[src/hdl/ntm_arith_pkg.sv]
////////////////////////////////////////
// Shared types for the tensor product engine
// Data, index and bus address widths
// Configuration struct and FSM encodings
// Wishbone register map
////////////////////////////////////////

`default_nettype none

package ntm_arith_pkg;

  // Default element width, top level must agree
  localparam int NTM_DATA_SIZE = 32;

  typedef logic [NTM_DATA_SIZE-1:0] data_t;
  typedef logic [15:0]              index_t;
  typedef logic [2:0]               wb_addr_t;

  // Run configuration, written by the host
  typedef struct packed {
    data_t  modulo;
    index_t size_i;
    index_t size_j;
    index_t length;
  } ntm_cfg_t;

  // FSM encodings
  typedef enum logic [0:0] {MUL_IDLE, MUL_RUN} mult_state_t;
  typedef enum logic [1:0] {VEC_IDLE, VEC_WAIT_ELEMENT, VEC_MULTIPLY, VEC_EMIT} vector_state_t;
  typedef enum logic [1:0] {MAT_IDLE, MAT_START_ROW, MAT_STREAM, MAT_DONE} matrix_state_t;

  // Word addresses of the register block
  localparam wb_addr_t REG_CTRL   = 3'd0;
  localparam wb_addr_t REG_MODULO = 3'd1;
  localparam wb_addr_t REG_SIZE_I = 3'd2;
  localparam wb_addr_t REG_SIZE_J = 3'd3;
  localparam wb_addr_t REG_LENGTH = 3'd4;
  localparam wb_addr_t REG_DATA   = 3'd5;
  localparam wb_addr_t REG_STATUS = 3'd6;
  localparam wb_addr_t REG_RESULT = 3'd7;

endpackage

`default_nettype wire

[src/hdl/ntm_modular_multiplier.sv]
////////////////////////////////////////
// Bit-serial modular multiplier
// MSB-first shift-add, one bit per clock
////////////////////////////////////////

`timescale 1ns/1ps
`default_nettype none

module ntm_modular_multiplier
  import ntm_arith_pkg::*;
#(
  parameter int DATA_SIZE = NTM_DATA_SIZE
) (
  input  wire   CLK,
  input  wire   RST,
  input  logic  start,
  input  data_t a,
  input  data_t b,
  input  data_t m,
  output logic  ready,
  output data_t product
);

  localparam int CNT_W = (DATA_SIZE > 1) ? $clog2(DATA_SIZE) : 1;

  // Two guard bits for 2*acc + a before reduction
  typedef logic [DATA_SIZE+1:0] wide_t;

  mult_state_t      state;
  logic [CNT_W-1:0] bit_cnt;
  data_t            a_q;
  data_t            b_q;
  data_t            m_q;
  data_t            acc;
  wide_t            dbl;
  wide_t            sum;
  wide_t            red1;
  wide_t            red2;

  // One step: double, add a on a set bit, fold back below m
  always_comb begin
    dbl  = wide_t'(acc) << 1;
    sum  = b_q[DATA_SIZE-1] ? dbl + wide_t'(a_q) : dbl;
    // Sum is below 3m, so two subtractions suffice
    red1 = (sum >= wide_t'(m_q)) ? sum - wide_t'(m_q) : sum;
    red2 = (red1 >= wide_t'(m_q)) ? red1 - wide_t'(m_q) : red1;
  end

  // Step counter and ready pulse
  always_ff @(posedge CLK or posedge RST) begin
    if (RST) begin
      state   <= MUL_IDLE;
      bit_cnt <= '0;
      ready   <= 1'b0;
    end else begin
      ready <= 1'b0;
      case (state)
        MUL_IDLE: begin
          if (start) begin
            state   <= MUL_RUN;
            bit_cnt <= CNT_W'(DATA_SIZE - 1);
          end
        end
        MUL_RUN: begin
          if (bit_cnt == '0) begin
            // Last bit done, product valid next cycle
            state <= MUL_IDLE;
            ready <= 1'b1;
          end else begin
            bit_cnt <= bit_cnt - 1'b1;
          end
        end
        default: state <= MUL_IDLE;
      endcase
    end
  end

  // Operand capture and partial result
  always_ff @(posedge CLK) begin
    if (state == MUL_IDLE && start) begin
      a_q <= a;
      b_q <= b;
      m_q <= m;
      acc <= '0;
    end else if (state == MUL_RUN) begin
      acc <= data_t'(red2);
      // Next bit of b into the MSB
      b_q <= b_q << 1;
      if (bit_cnt == '0) begin
        product <= data_t'(red2);
      end
    end
  end

endmodule

`default_nettype wire

[src/hdl/ntm_vector_multiplication_function.sv]
////////////////////////////////////////
// Row engine
// Columns of length-element modular products
////////////////////////////////////////

`timescale 1ns/1ps
`default_nettype none

module ntm_vector_multiplication_function
  import ntm_arith_pkg::*;
#(
  parameter int DATA_SIZE = NTM_DATA_SIZE
) (
  input  wire      CLK,
  input  wire      RST,
  input  logic     start,
  input  ntm_cfg_t cfg,
  input  logic     elem_valid,
  input  data_t    elem_data,
  output logic     elem_ready,
  output logic     res_valid,
  input  logic     res_ready,
  output data_t    res_data,
  output logic     res_row_last
);

  vector_state_t state;
  index_t        col;
  index_t        scal;
  index_t        last_col;
  index_t        last_scal;
  data_t         acc;
  logic          mul_start;
  logic          mul_ready;
  data_t         mul_product;

  assign last_col  = cfg.size_j - 16'd1;
  assign last_scal = cfg.length - 16'd1;

  // Handshakes straight from the state
  assign elem_ready = (state == VEC_WAIT_ELEMENT);
  assign res_valid  = (state == VEC_EMIT);
  // Multiplier kicks off in the accept cycle
  assign mul_start  = elem_valid && elem_ready;

  ////////////////////////////////////////
  // Loop control
  ////////////////////////////////////////

  always_ff @(posedge CLK or posedge RST) begin
    if (RST) begin
      state <= VEC_IDLE;
      col   <= '0;
      scal  <= '0;
    end else begin
      case (state)
        VEC_IDLE: begin
          if (start) begin
            col   <= '0;
            scal  <= '0;
            state <= VEC_WAIT_ELEMENT;
          end
        end
        VEC_WAIT_ELEMENT: begin
          if (mul_start) state <= VEC_MULTIPLY;
        end
        VEC_MULTIPLY: begin
          if (mul_ready) begin
            if (scal == last_scal) begin
              scal  <= '0;
              state <= VEC_EMIT;
            end else begin
              scal  <= scal + 16'd1;
              state <= VEC_WAIT_ELEMENT;
            end
          end
        end
        VEC_EMIT: begin
          if (res_ready) begin
            // Row finished after the final column
            if (col == last_col) begin
              state <= VEC_IDLE;
            end else begin
              col   <= col + 16'd1;
              state <= VEC_WAIT_ELEMENT;
            end
          end
        end
        default: state <= VEC_IDLE;
      endcase
    end
  end

  ////////////////////////////////////////
  // Accumulator and result
  ////////////////////////////////////////

  always_ff @(posedge CLK) begin
    if (state == VEC_IDLE && start) begin
      acc <= data_t'(1);
    end else if (state == VEC_MULTIPLY && mul_ready) begin
      acc          <= mul_product;
      res_data     <= mul_product;
      res_row_last <= (col == last_col);
    end else if (state == VEC_EMIT && res_ready) begin
      // Fresh accumulator per column
      acc <= data_t'(1);
    end
  end

  ntm_modular_multiplier #(
    .DATA_SIZE(DATA_SIZE)
  ) u_multiplier (
    .CLK     (CLK),
    .RST     (RST),
    .start   (mul_start),
    .a       (acc),
    .b       (elem_data),
    .m       (cfg.modulo),
    .ready   (mul_ready),
    .product (mul_product)
  );

endmodule

`default_nettype wire

[src/hdl/ntm_matrix_multiplication_function.sv]
////////////////////////////////////////
// Matrix controller
// Row sequencing, element gating, result push
////////////////////////////////////////

`timescale 1ns/1ps
`default_nettype none

module ntm_matrix_multiplication_function
  import ntm_arith_pkg::*;
#(
  parameter int DATA_SIZE = NTM_DATA_SIZE
) (
  input  wire      CLK,
  input  wire      RST,
  input  logic     start,
  input  ntm_cfg_t cfg,
  input  logic     elem_valid,
  input  data_t    elem_data,
  output logic     elem_ready,
  output logic     push,
  output data_t    push_data,
  input  logic     fifo_full,
  output logic     busy,
  output logic     done
);

  matrix_state_t state;
  ntm_cfg_t      cfg_q;
  index_t        row;
  index_t        last_row;
  logic          idle;
  logic          row_start;
  logic          vec_elem_valid;
  logic          vec_elem_ready;
  logic          res_valid;
  logic          res_ready;
  data_t         res_data;
  logic          res_row_last;

  assign last_row = cfg_q.size_i - 16'd1;

  // Ready for a new run, before or after a matrix
  assign idle = (state == MAT_IDLE) || (state == MAT_DONE);

  ////////////////////////////////////////
  // Row engine handshakes
  ////////////////////////////////////////

  assign row_start = (state == MAT_START_ROW);

  // Elements pass only while a row streams
  assign vec_elem_valid = elem_valid && (state == MAT_STREAM);
  assign elem_ready     = vec_elem_ready && (state == MAT_STREAM);

  // Full FIFO holds the result in the row engine
  assign res_ready = (state == MAT_STREAM) && !fifo_full;
  assign push      = res_valid && res_ready;
  assign push_data = res_data;

  // Status
  assign busy = (state == MAT_START_ROW) || (state == MAT_STREAM);
  assign done = (state == MAT_DONE);

  ////////////////////////////////////////
  // Row sequencing
  ////////////////////////////////////////

  always_ff @(posedge CLK or posedge RST) begin
    if (RST) begin
      state <= MAT_IDLE;
      row   <= '0;
    end else begin
      case (state)
        MAT_IDLE, MAT_DONE: begin
          if (start) begin
            row   <= '0;
            state <= MAT_START_ROW;
          end
        end
        MAT_START_ROW: begin
          state <= MAT_STREAM;
        end
        MAT_STREAM: begin
          // Row ends with the push of its last column
          if (push && res_row_last) begin
            if (row == last_row) begin
              state <= MAT_DONE;
            end else begin
              row   <= row + 16'd1;
              state <= MAT_START_ROW;
            end
          end
        end
        default: state <= MAT_IDLE;
      endcase
    end
  end

  // Configuration frozen for the whole run
  always_ff @(posedge CLK) begin
    if (idle && start) begin
      cfg_q <= cfg;
    end
  end

  ntm_vector_multiplication_function #(
    .DATA_SIZE(DATA_SIZE)
  ) u_vector (
    .CLK          (CLK),
    .RST          (RST),
    .start        (row_start),
    .cfg          (cfg_q),
    .elem_valid   (vec_elem_valid),
    .elem_data    (elem_data),
    .elem_ready   (vec_elem_ready),
    .res_valid    (res_valid),
    .res_ready    (res_ready),
    .res_data     (res_data),
    .res_row_last (res_row_last)
  );

endmodule

`default_nettype wire

[src/hdl/ntm_result_fifo.sv]
////////////////////////////////////////
// Result FIFO
// Circular buffer with occupancy count
////////////////////////////////////////

`timescale 1ns/1ps
`default_nettype none

module ntm_result_fifo
  import ntm_arith_pkg::*;
#(
  parameter int DATA_SIZE  = NTM_DATA_SIZE,
  parameter int FIFO_DEPTH = 16
) (
  input  wire   CLK,
  input  wire   RST,
  input  logic  push,
  input  data_t push_data,
  input  logic  pop,
  output data_t head,
  output logic  empty,
  output logic  full
);

  localparam int PTR_W = (FIFO_DEPTH > 1) ? $clog2(FIFO_DEPTH) : 1;
  localparam int CNT_W = $clog2(FIFO_DEPTH + 1);

  logic [DATA_SIZE-1:0] mem [FIFO_DEPTH];
  logic [PTR_W-1:0]     wr_ptr;
  logic [PTR_W-1:0]     rd_ptr;
  logic [CNT_W-1:0]     count;
  logic                 do_push;
  logic                 do_pop;

  assign empty   = (count == '0);
  assign full    = (count == CNT_W'(FIFO_DEPTH));
  // Overflow and underflow are dropped
  assign do_push = push && !full;
  assign do_pop  = pop && !empty;
  assign head    = mem[rd_ptr];

  // Pointers wrap at the depth, any size
  always_ff @(posedge CLK or posedge RST) begin
    if (RST) begin
      wr_ptr <= '0;
      rd_ptr <= '0;
      count  <= '0;
    end else begin
      if (do_push) begin
        wr_ptr <= (wr_ptr == PTR_W'(FIFO_DEPTH - 1)) ? '0 : wr_ptr + 1'b1;
      end
      if (do_pop) begin
        rd_ptr <= (rd_ptr == PTR_W'(FIFO_DEPTH - 1)) ? '0 : rd_ptr + 1'b1;
      end
      if (do_push && !do_pop) begin
        count <= count + 1'b1;
      end else if (do_pop && !do_push) begin
        count <= count - 1'b1;
      end
    end
  end

  // Storage
  always_ff @(posedge CLK) begin
    if (do_push) mem[wr_ptr] <= push_data;
  end

endmodule

`default_nettype wire

[src/hdl/ntm_wb_slave.sv]
////////////////////////////////////////
// Wishbone classic register block
// Config, start, element and result ports
////////////////////////////////////////

`timescale 1ns/1ps
`default_nettype none

module ntm_wb_slave
  import ntm_arith_pkg::*;
#(
  parameter int DATA_SIZE = NTM_DATA_SIZE
) (
  input  wire      CLK,
  input  wire      RST,
  input  logic     wb_cyc,
  input  logic     wb_stb,
  input  logic     wb_we,
  input  wb_addr_t wb_adr,
  input  data_t    wb_dat_w,
  output data_t    wb_dat_r,
  output logic     wb_ack,
  output ntm_cfg_t cfg,
  output logic     start,
  output logic     elem_valid,
  output data_t    elem_data,
  input  logic     elem_ready,
  input  logic     busy,
  input  logic     done,
  input  data_t    head,
  input  logic     empty,
  output logic     pop
);

  logic  req;
  data_t status;

  // Ack cycle masked so one access acts once
  assign req = wb_cyc && wb_stb && !wb_ack;

  // Busy, result available, done
  assign status = {{(DATA_SIZE-3){1'b0}}, done, !empty, busy};

  // Element offered while the DATA write is pending
  assign elem_valid = req && wb_we && (wb_adr == REG_DATA);
  assign elem_data  = wb_dat_w;

  ////////////////////////////////////////
  // Ack, config and strobes
  ////////////////////////////////////////

  always_ff @(posedge CLK or posedge RST) begin
    if (RST) begin
      wb_ack <= 1'b0;
      start  <= 1'b0;
      pop    <= 1'b0;
      cfg    <= '0;
    end else begin
      wb_ack <= 1'b0;
      start  <= 1'b0;
      pop    <= 1'b0;
      if (req && wb_we) begin
        case (wb_adr)
          REG_CTRL: begin
            start  <= wb_dat_w[0];
            wb_ack <= 1'b1;
          end
          REG_MODULO: begin
            cfg.modulo <= wb_dat_w;
            wb_ack     <= 1'b1;
          end
          REG_SIZE_I: begin
            cfg.size_i <= index_t'(wb_dat_w);
            wb_ack     <= 1'b1;
          end
          REG_SIZE_J: begin
            cfg.size_j <= index_t'(wb_dat_w);
            wb_ack     <= 1'b1;
          end
          REG_LENGTH: begin
            cfg.length <= index_t'(wb_dat_w);
            wb_ack     <= 1'b1;
          end
          // Back-pressure until the controller takes it
          REG_DATA: wb_ack <= elem_ready;
          default:  wb_ack <= 1'b1;
        endcase
      end else if (req) begin
        if (wb_adr == REG_RESULT) begin
          // Wait for a result, pop together with ack
          if (!empty) begin
            wb_ack <= 1'b1;
            pop    <= 1'b1;
          end
        end else begin
          wb_ack <= 1'b1;
        end
      end
    end
  end

  ////////////////////////////////////////
  // Read data
  ////////////////////////////////////////

  always_ff @(posedge CLK) begin
    if (req && !wb_we) begin
      case (wb_adr)
        REG_MODULO: wb_dat_r <= cfg.modulo;
        REG_SIZE_I: wb_dat_r <= data_t'(cfg.size_i);
        REG_SIZE_J: wb_dat_r <= data_t'(cfg.size_j);
        REG_LENGTH: wb_dat_r <= data_t'(cfg.length);
        REG_STATUS: wb_dat_r <= status;
        REG_RESULT: wb_dat_r <= head;
        // CTRL and DATA read as zero
        default:    wb_dat_r <= '0;
      endcase
    end
  end

endmodule

`default_nettype wire

[src/hdl/ntm_matrix_top.sv]
////////////////////////////////////////
// Tensor product engine top level
// Bus slave, controller and result FIFO
////////////////////////////////////////

`timescale 1ns/1ps
`default_nettype none

module ntm_matrix_top
  import ntm_arith_pkg::*;
#(
  parameter int DATA_SIZE  = NTM_DATA_SIZE,
  parameter int FIFO_DEPTH = 16
) (
  input  wire      CLK,
  input  wire      RST,
  input  logic     wb_cyc,
  input  logic     wb_stb,
  input  logic     wb_we,
  input  wb_addr_t wb_adr,
  input  data_t    wb_dat_w,
  output data_t    wb_dat_r,
  output logic     wb_ack
);

  // Slave to controller
  ntm_cfg_t cfg;
  logic     start;
  logic     elem_valid;
  logic     elem_ready;
  data_t    elem_data;
  logic     busy;
  logic     done;

  // Controller, FIFO and slave
  logic     push;
  data_t    push_data;
  logic     full;
  logic     pop;
  data_t    head;
  logic     empty;

  ntm_wb_slave #(
    .DATA_SIZE(DATA_SIZE)
  ) u_slave (
    .CLK        (CLK),
    .RST        (RST),
    .wb_cyc     (wb_cyc),
    .wb_stb     (wb_stb),
    .wb_we      (wb_we),
    .wb_adr     (wb_adr),
    .wb_dat_w   (wb_dat_w),
    .wb_dat_r   (wb_dat_r),
    .wb_ack     (wb_ack),
    .cfg        (cfg),
    .start      (start),
    .elem_valid (elem_valid),
    .elem_data  (elem_data),
    .elem_ready (elem_ready),
    .busy       (busy),
    .done       (done),
    .head       (head),
    .empty      (empty),
    .pop        (pop)
  );

  ntm_matrix_multiplication_function #(
    .DATA_SIZE(DATA_SIZE)
  ) u_matrix (
    .CLK        (CLK),
    .RST        (RST),
    .start      (start),
    .cfg        (cfg),
    .elem_valid (elem_valid),
    .elem_data  (elem_data),
    .elem_ready (elem_ready),
    .push       (push),
    .push_data  (push_data),
    .fifo_full  (full),
    .busy       (busy),
    .done       (done)
  );

  ntm_result_fifo #(
    .DATA_SIZE  (DATA_SIZE),
    .FIFO_DEPTH (FIFO_DEPTH)
  ) u_fifo (
    .CLK       (CLK),
    .RST       (RST),
    .push      (push),
    .push_data (push_data),
    .pop       (pop),
    .head      (head),
    .empty     (empty),
    .full      (full)
  );

endmodule

`default_nettype wire

[config.mk]
export PLATFORM = sky130hd
export DESIGN_NAME = ntm_matrix_top
export DESIGN_NICKNAME = d
export VERILOG_FILES = /design/src/hdl/ntm_arith_pkg.sv /design/src/hdl/ntm_modular_multiplier.sv /design/src/hdl/ntm_vector_multiplication_function.sv /design/src/hdl/ntm_matrix_multiplication_function.sv /design/src/hdl/ntm_result_fifo.sv /design/src/hdl/ntm_wb_slave.sv /design/src/hdl/ntm_matrix_top.sv
export SDC_FILE = /design/constraint.sdc
export NUM_CORES = 1
export LEC_CHECK = 0
export BUFFER_PORTS_ARGS = -buffer_cell sky130_fd_sc_hd__buf_2
export CAP_MARGIN = 40
export CORE_MARGIN = 8
export CORE_UTILIZATION = 55
export DETAILED_ROUTE_END_ITERATION = 12
export PLACE_DENSITY = 0.71
export SYNTH_ARGS = -nofsm -noshare
export SYNTH_HDL_FRONTEND = slang
export SYNTH_SLANG_ARGS = --single-unit
[constraint.sdc]
create_clock -name CLK -period 7.8 [get_ports CLK]
set_clock_uncertainty 0.1 [all_clocks]
set_input_delay 0.78 -clock CLK [delete_from_list [all_inputs] [get_ports CLK]]
set_output_delay 0.78 -clock CLK [all_outputs]
set_load 0.05 [all_outputs]
==> results of run 1 <==
## worst register-to-register path, delay by kind of cell (launching register included)
kind	cells	cell delay (ps)
buffers and inverters	5	820
xor gates and xnor gates	1	150
AOI/OAI and AO/OA	15	3200
adders and majority gates	4	1170
DFF	1	310
muxes	2	580
and+or+nand+nor	6	980
## layer usage
| metal | track usage, % | wire, um | vias to the layer above |
|---|---|---|---|
| met5 | 0 | 30 | - |
| met4 | 8.91 | 4120 | 4 |
| met3 | 3.92 | 10500 | 257 |
| met2 | 41.1 | 58400 | 1441 |
| met1 | 38.5 | 53600 | 15400 |
| li1 | - | - | 13300 |
## layout make-up
class / instances / share of cell area (%)
Antenna cell: 1 / 0.00468
Timing Repair Buffer: 302 / 4.39
Sequential cell: 1004 / 53.7
Clock buffer: 126 / 5.03
Clock inverter: 65 / 1.52
Inverter: 102 / 0.727
Multi-Input combinational cell: 2063 / 32.0
Tap cell: 1134 / 2.65
## synthesized netlist by cell type (100+ instances only)
master      n  share of area [%]
o21ai_0   116                1.2
nor2_1    140                1.1
xnor2_1   118                2.2
nand2_1   285                2.3
dfrtp_1   155                8.3
ha_1      116                3.1
mux4_2    161                7.8
inv_1     100               0.81
nand3_1   100                1.1
a21oi_1   158                1.7
clkbuf_1  104               0.84
mux2_2    129                3.1
edfxtp_1  785                 51
## where the power goes
part	internal, mW	leakage, nW	switching (mW)
logic	0.146	8.03	0.234
clock network	2.86	1.65	2.16
registers	5.83	9.63	0.113
## timing repair
item	CTS	global route
buffers inserted	0	6
endpoints found under the setup margin	62	64
gates resized for setup	4	56
endpoints found under the hold margin	24	0
pin swaps	0	20
hold buffers	1	0
## logic make-up after synthesis
group	count (synthesis)
xor gates and xnor gates	170
muxes	328
and+or+nand+nor	825
AOI/OAI and AO/OA	620
adders and majority gates	120
DFF	1004
buffers and inverters	245
## per-stage QoR
| stage | utilization [%] | power [mW] | TNS [ps] |
|---|---|---|---|
| after global routing | 63.9 | 11.6 | -586 |
| after floorplan | - | 6.25 | 0 |
| after global placement | 59.0 | 6.40 | -8550 |
| after CTS | 63.6 | 11.4 | 0 |
| after detailed placement | 59.4 | 6.43 | -6480 |
| final | 63.9 | 11.3 | 0 |
## final timing paths
kind	cells past startpoint	to	slack, ps
min in group asynchronous	3	u_matrix.u_vector.scal[7]$_DFFE_PP0P_	490
max reg2reg	33	u_matrix.u_vector.u_multiplier.product[16]$_DFFE_PP_	230
max	33	u_matrix.u_vector.u_multiplier.product[16]$_DFFE_PP_	230
max in group asynchronous	5	u_fifo.rd_ptr[1]$_DFFE_PP0P_	5520
min	2	u_slave.cfg[75]$_DFFE_PP0P_	280
min reg2reg	0	u_matrix.u_vector.u_multiplier.m_q[30]$_DFFE_PP_	320
## state kept, by name (all words and copies together) (netlist names), 5 cells and up
register,cells
u_matrix.cfg_q,80
u_matrix.u_vector.u_multiplier.b_q,32
u_matrix.u_vector.u_multiplier.product,32
u_matrix.u_vector.u_multiplier.bit_cnt,5
u_matrix.u_vector.u_multiplier.acc,32
u_matrix.u_vector.scal,16
u_matrix.u_vector.col,16
u_matrix.u_vector.acc,32
u_matrix.u_vector.u_multiplier.m_q,32
u_matrix.u_vector.res_data,32
u_slave.cfg,80
u_matrix.row,16
u_slave.wb_dat_r,32
u_fifo.count,5
u_matrix.u_vector.u_multiplier.a_q,32
u_fifo.mem,512
==> impl_results.md, run 1 <==
* Status: finished clean
* 1st-pass router iterations at 6
* CP max FO at 15
* Post-Synth Adder-Cell Area at 3.29%
* Complex-gate fraction of the synthesized area at 9.09%
* P per Cell Area at 212 nW/um^2
* Avg Vias per Cell at 6.35
* Register area share after synthesis at 61.8%
* Final worst setup slack at 226 ps
* Antenna violations before repair at 10
* Clock tree root driver cell: clkbuf_16
* Top delay family on crit path: compound AO/OA/AOI/OAI gates
* Max VDD drop at 197 uV
* Die Span X at 307 um
* Max-slew violation count at 0
* Number of flops mapped to enable cells by yosys at 785
* Most frequent cells in the layout: edfxtp_1 (785), nand2_1 (285), buf_4 (211), mux4_2 (161), a21oi_1 (152)
* FF+latch area at 28,700 um^2
* Hold Slack at 279 ps
* Clock Latency Late Sink at 710 ps
* Hold Path Origin: wb_dat_w[27]
* Commonest non-fill, non-tap cell in the layout: edfxtp_1
* Max-slew headroom at 36.3%
* Largest family of logic cells by synthesized area: multiplexers
* Most used DFF post-synth: edfxtp_1
* Net Count, Synth at 3,472
* Worst R2R Start: u_matrix.u_vector.u_multiplier.acc[1]$_SDFFE_PP0P_
* TritonCTS Buffers at 101
* Post-place setup slack at -262 ps
* Filler Cell Count at 6,007
* Final nets at 3,734
* Height of the die at 307 um
* CTS Sinks at 1,004
* Routability cong. at 0.926
* Mean post-synth cell area at 14.0 um^2
* Routed WL at 127 mm
* Hpwl dp at 84.8 mm
* Leak Pwr at 19.3 nW
* Fin area at 53,500 um^2
* Vias in the first global route at 30,000
* Final Hold Fails at 0
* #FFs+latches synth at 1,004
* Layout cells sized above 1 at 24.0%
* WL per Instance at 26.4 um
* Synth cell types at 99
* Multi-input gate area at 17,100 um^2
* Port buffer count at 72
* Cell Area, Placed at 49,700 um^2
* Largest net degree at the start of global routing at 89
* Crit path arrival time at 7850 ps
* CP startpoint: u_matrix.u_vector.u_multiplier.acc[1]$_SDFFE_PP0P_
* Simple-gate area share of the yosys netlist at 8.71%
* Clock Path Buffers at 3
* Max Cap Viol at 0
* Total grt overflow at 0
* First-pass GRT wire length at 189 mm
* Synthesis-to-layout area growth at 15.1%
* IO Count at 73
* Total track usage at 26.5%
* Min-delay worst type: input port to flip-flop
* Synth Area in XOR/XNOR at 3.22%
* Crit path largest cell delay at 420 ps
* Post-DRT Antenna Nets at 0
* # DRC at 0
* Yosys warns at 0
* Fmax at 0.132 GHz
* Min Clock Period, post-route at 7570 ps
* Synthesized cell area at 46,500 um^2
* Tcrit/Tclk final at 97.1%
* Iter 0 DRT Violations at 3,724
* Clock slew at reported path FFs at 60 ps
* Core Rows at 106
* Initial core utilization at 55.5%
* Mux share of post-synthesis cell area at 11.8%
* Asr flop ratio synth at 15.4%
* CP Class: flip-flop to flip-flop
* Vias at 30,400
* Worst path required time at 8070 ps
* Buf/Inv on CP at 5
* Setup crit start kind: flip-flop
* Slowest cell on crit path: or3_1
* H-tree level count at 3
* Least-Margin Pin Slew at 955 ps
* Endpoints failing setup at 0
* Critical Path Sink Type: flip-flop
* Die area at 94,100 um^2
* Synthesized instance count at 3,312
* CTS tree: done
* Final std cells w/o fill at 4,797
* Core footprint at 83,700 um^2
* Placed insts at 4,597
(Power assumes the default switching activity.)
==> run 2: changes to the inputs <==
Clock period 7.8 ns to 8.35 ns, I/O delays scaled along.
==> run 2 against run 1 <==
Sequential share of layout area up 1.6 points. Total power down 8.0%. Die area unchanged. Critical endpoint is now u_matrix.u_vector.u_multiplier.product[29]$_DFFE_PP_. Fmax down 6.0%. Clock power down 9.6%. Non-clock buffer count down 147. Worst hold slack better by 34 ps. Global-route usage down 1.4 points. Cell count down 3.1%. Core utilization down 1.9 points.
==> impl_results.md, run 2 (synthesis gave the netlist of run 1 again) <==
* CP max FO at 19
* WL per Instance at 25.9 um
* P per Cell Area at 201 nW/um^2
* First-pass GRT wire length at 180 mm
* Endpoints failing setup at 0
* Max VDD drop at 181 uV
* Hold Slack at 313 ps
* Final nets at 3,587
* Total grt overflow at 0
* Max-slew headroom at 33.3%
* CTS tree: done
* Max-slew violation count at 0
* 1st-pass router iterations at 6
* Filler Cell Count at 6,084
* Total track usage at 25.0%
* Clock Path Buffers at 3
* IO Count at 73
* CP Class: flip-flop to flip-flop
* Top reg by flops: u_fifo.mem
* Routed WL at 121 mm
* Synthesis-to-layout area growth at 11.8%
* Worst path required time at 8710 ps
* Core footprint at 83,700 um^2
* Core Rows at 106
* Clock Latency Late Sink at 680 ps
* Min Clock Period, post-route at 8060 ps
* # DRC at 0
* Height of the die at 307 um
* FF+latch area at 28,700 um^2
* Largest regs: u_fifo.mem (512), u_matrix.cfg_q (80), u_slave.cfg (80)
* Tcrit/Tclk final at 96.5%
* Vias in the first global route at 28,800
* Crit path largest cell delay at 460 ps
* Max reg flops at 512
* Setup crit start kind: flip-flop
* Largest net degree at the start of global routing at 114
* Clock slew at reported path FFs at 70 ps
* Leak Pwr at 18.5 nW
* Vias at 29,600
* Final Hold Fails at 0
* Final worst setup slack at 292 ps
* Finished Core Util at 62.1%
* Status: finished clean
* Post-place setup slack at -55.0 ps
* Iter 0 DRT Violations at 3,059
* Port buffer count at 72
* Die area at 94,100 um^2
* Fmax at 0.124 GHz
* Min-delay worst type: flip-flop to flip-flop
* Clock tree root driver cell: clkbuf_16
* H-tree level count at 3
* Critical Path Sink Type: flip-flop
* Crit path arrival time at 8420 ps
* Most frequent cells in the layout: edfxtp_1 (785), nand2_1 (286), mux4_2 (161), a21oi_1 (154), dfrtp_1 (151)
* Die Span X at 307 um
* Initial core utilization at 55.5%
* Least-Margin Pin Slew at 1000 ps
* Multi-input gate area at 16,900 um^2
* Max Cap Viol at 0
* Slowest cell on crit path: or3_1
* Hpwl dp at 81.0 mm
* Layout cells sized above 1 at 19.9%
* Routability cong. at 0.949
* CTS Sinks at 1,004
* TritonCTS Buffers at 100
* Commonest non-fill, non-tap cell in the layout: edfxtp_1
* Avg Vias per Cell at 6.36
* Post-DRT Antenna Nets at 0
* Antenna violations before repair at 9
## run 2: cell types whose count changed in the layout (fill, tap and decap cells not counted), moves of 4 or more
cell        previous run  this run
clkinvlp_4            13         0
clkinv_16              7         3
clkbuf_1              18        27
clkinv_2              13        18
clkbuf_8               7        15
buf_4                211        74
ha_1                 111       116
buf_16                 8         3
bufinv_16             11         7
buf_12                 7         3
## run 2: area by class of cell
cell class	instances	share of cell area [%]
Antenna cell	2	0.00964
Clock buffer	143	5.46
Clock inverter	46	1.00
Inverter	102	0.749
Multi-Input combinational cell	2064	32.6
Sequential cell	1004	55.3
Tap cell	1134	2.73
Timing Repair Buffer	155	2.10
## run 2: stage by stage
step | power (mW) | area (um^2) | std cells | setup TNS [ps]
floorplan | 5.84 | 46500 | 3312 | 0
CTS | 10.5 | 51800 | 4646 | 0
global route | 10.7 | 51900 | 4649 | -82.5
detailed placement | 6.00 | 48500 | 4454 | -232
finish | 10.4 | 51900 | 4650 | 0
global placement | 5.97 | 48300 | 4448 | 0
## run 2: worst paths after layout
path / to / depth (start not counted) / slack [ps] / start
worst max-delay path: u_matrix.u_vector.u_multiplier.product[29]$_DFFE_PP_ / 29 / 290 / u_matrix.u_vector.u_multiplier.acc[12]$_SDFFE_PP0P_
worst max register to register: u_matrix.u_vector.u_multiplier.product[29]$_DFFE_PP_ / 29 / 290 / u_matrix.u_vector.u_multiplier.acc[12]$_SDFFE_PP0P_
max in group asynchronous: u_fifo.rd_ptr[0]$_DFFE_PP0P_ / 5 / 6020 / RST
worst min-delay path: u_matrix.u_vector.u_multiplier.m_q[18]$_DFFE_PP_ / 0 / 310 / u_matrix.cfg_q[66]$_DFFE_PP_
worst min register to register: u_matrix.u_vector.u_multiplier.m_q[18]$_DFFE_PP_ / 0 / 310 / u_matrix.cfg_q[66]$_DFFE_PP_
min in group asynchronous: u_matrix.u_vector.col[7]$_DFFE_PP0P_ / 3 / 560 / RST
## run 2: critical path, delay by kind of cell, from the launching register on
kind,cells,cell delay (ps)
adders and majority gates,3,1270
DFF,1,340
muxes,2,730
AOI/OAI and AO/OA,12,2750
buffers and inverters,3,630
xor gates and xnor gates,1,160
and+or+nand+nor,8,1860
## run 2: layer usage
layer	routed length, um	global-route usage (%)	part of all wire, %	vias to the layer above
met5	53	0	0.044	-
met4	3350	7.49	2.8	8
met3	9870	4.41	8.2	238
met2	56900	40.2	47	1392
met1	50400	35.1	42	14900
li1	-	-	-	13000
## run 2: repair_timing
item / in CTS / in global routing
pin swaps: 0 / 2
cloned: 1 / 0
hold endpoints to repair: 22 / 0
setup buffers: 1 / 2
gates resized for setup: 4 / 18
hold buffers: 1 / 0
setup endpoints to repair: 9 / 64
## run 2: power breakdown
part / total (mW) / switching, mW / internal, mW
combinational: 0.354 / 0.217 / 0.137
clock: 4.53 / 1.92 / 2.60
sequential: 5.55 / 0.103 / 5.44
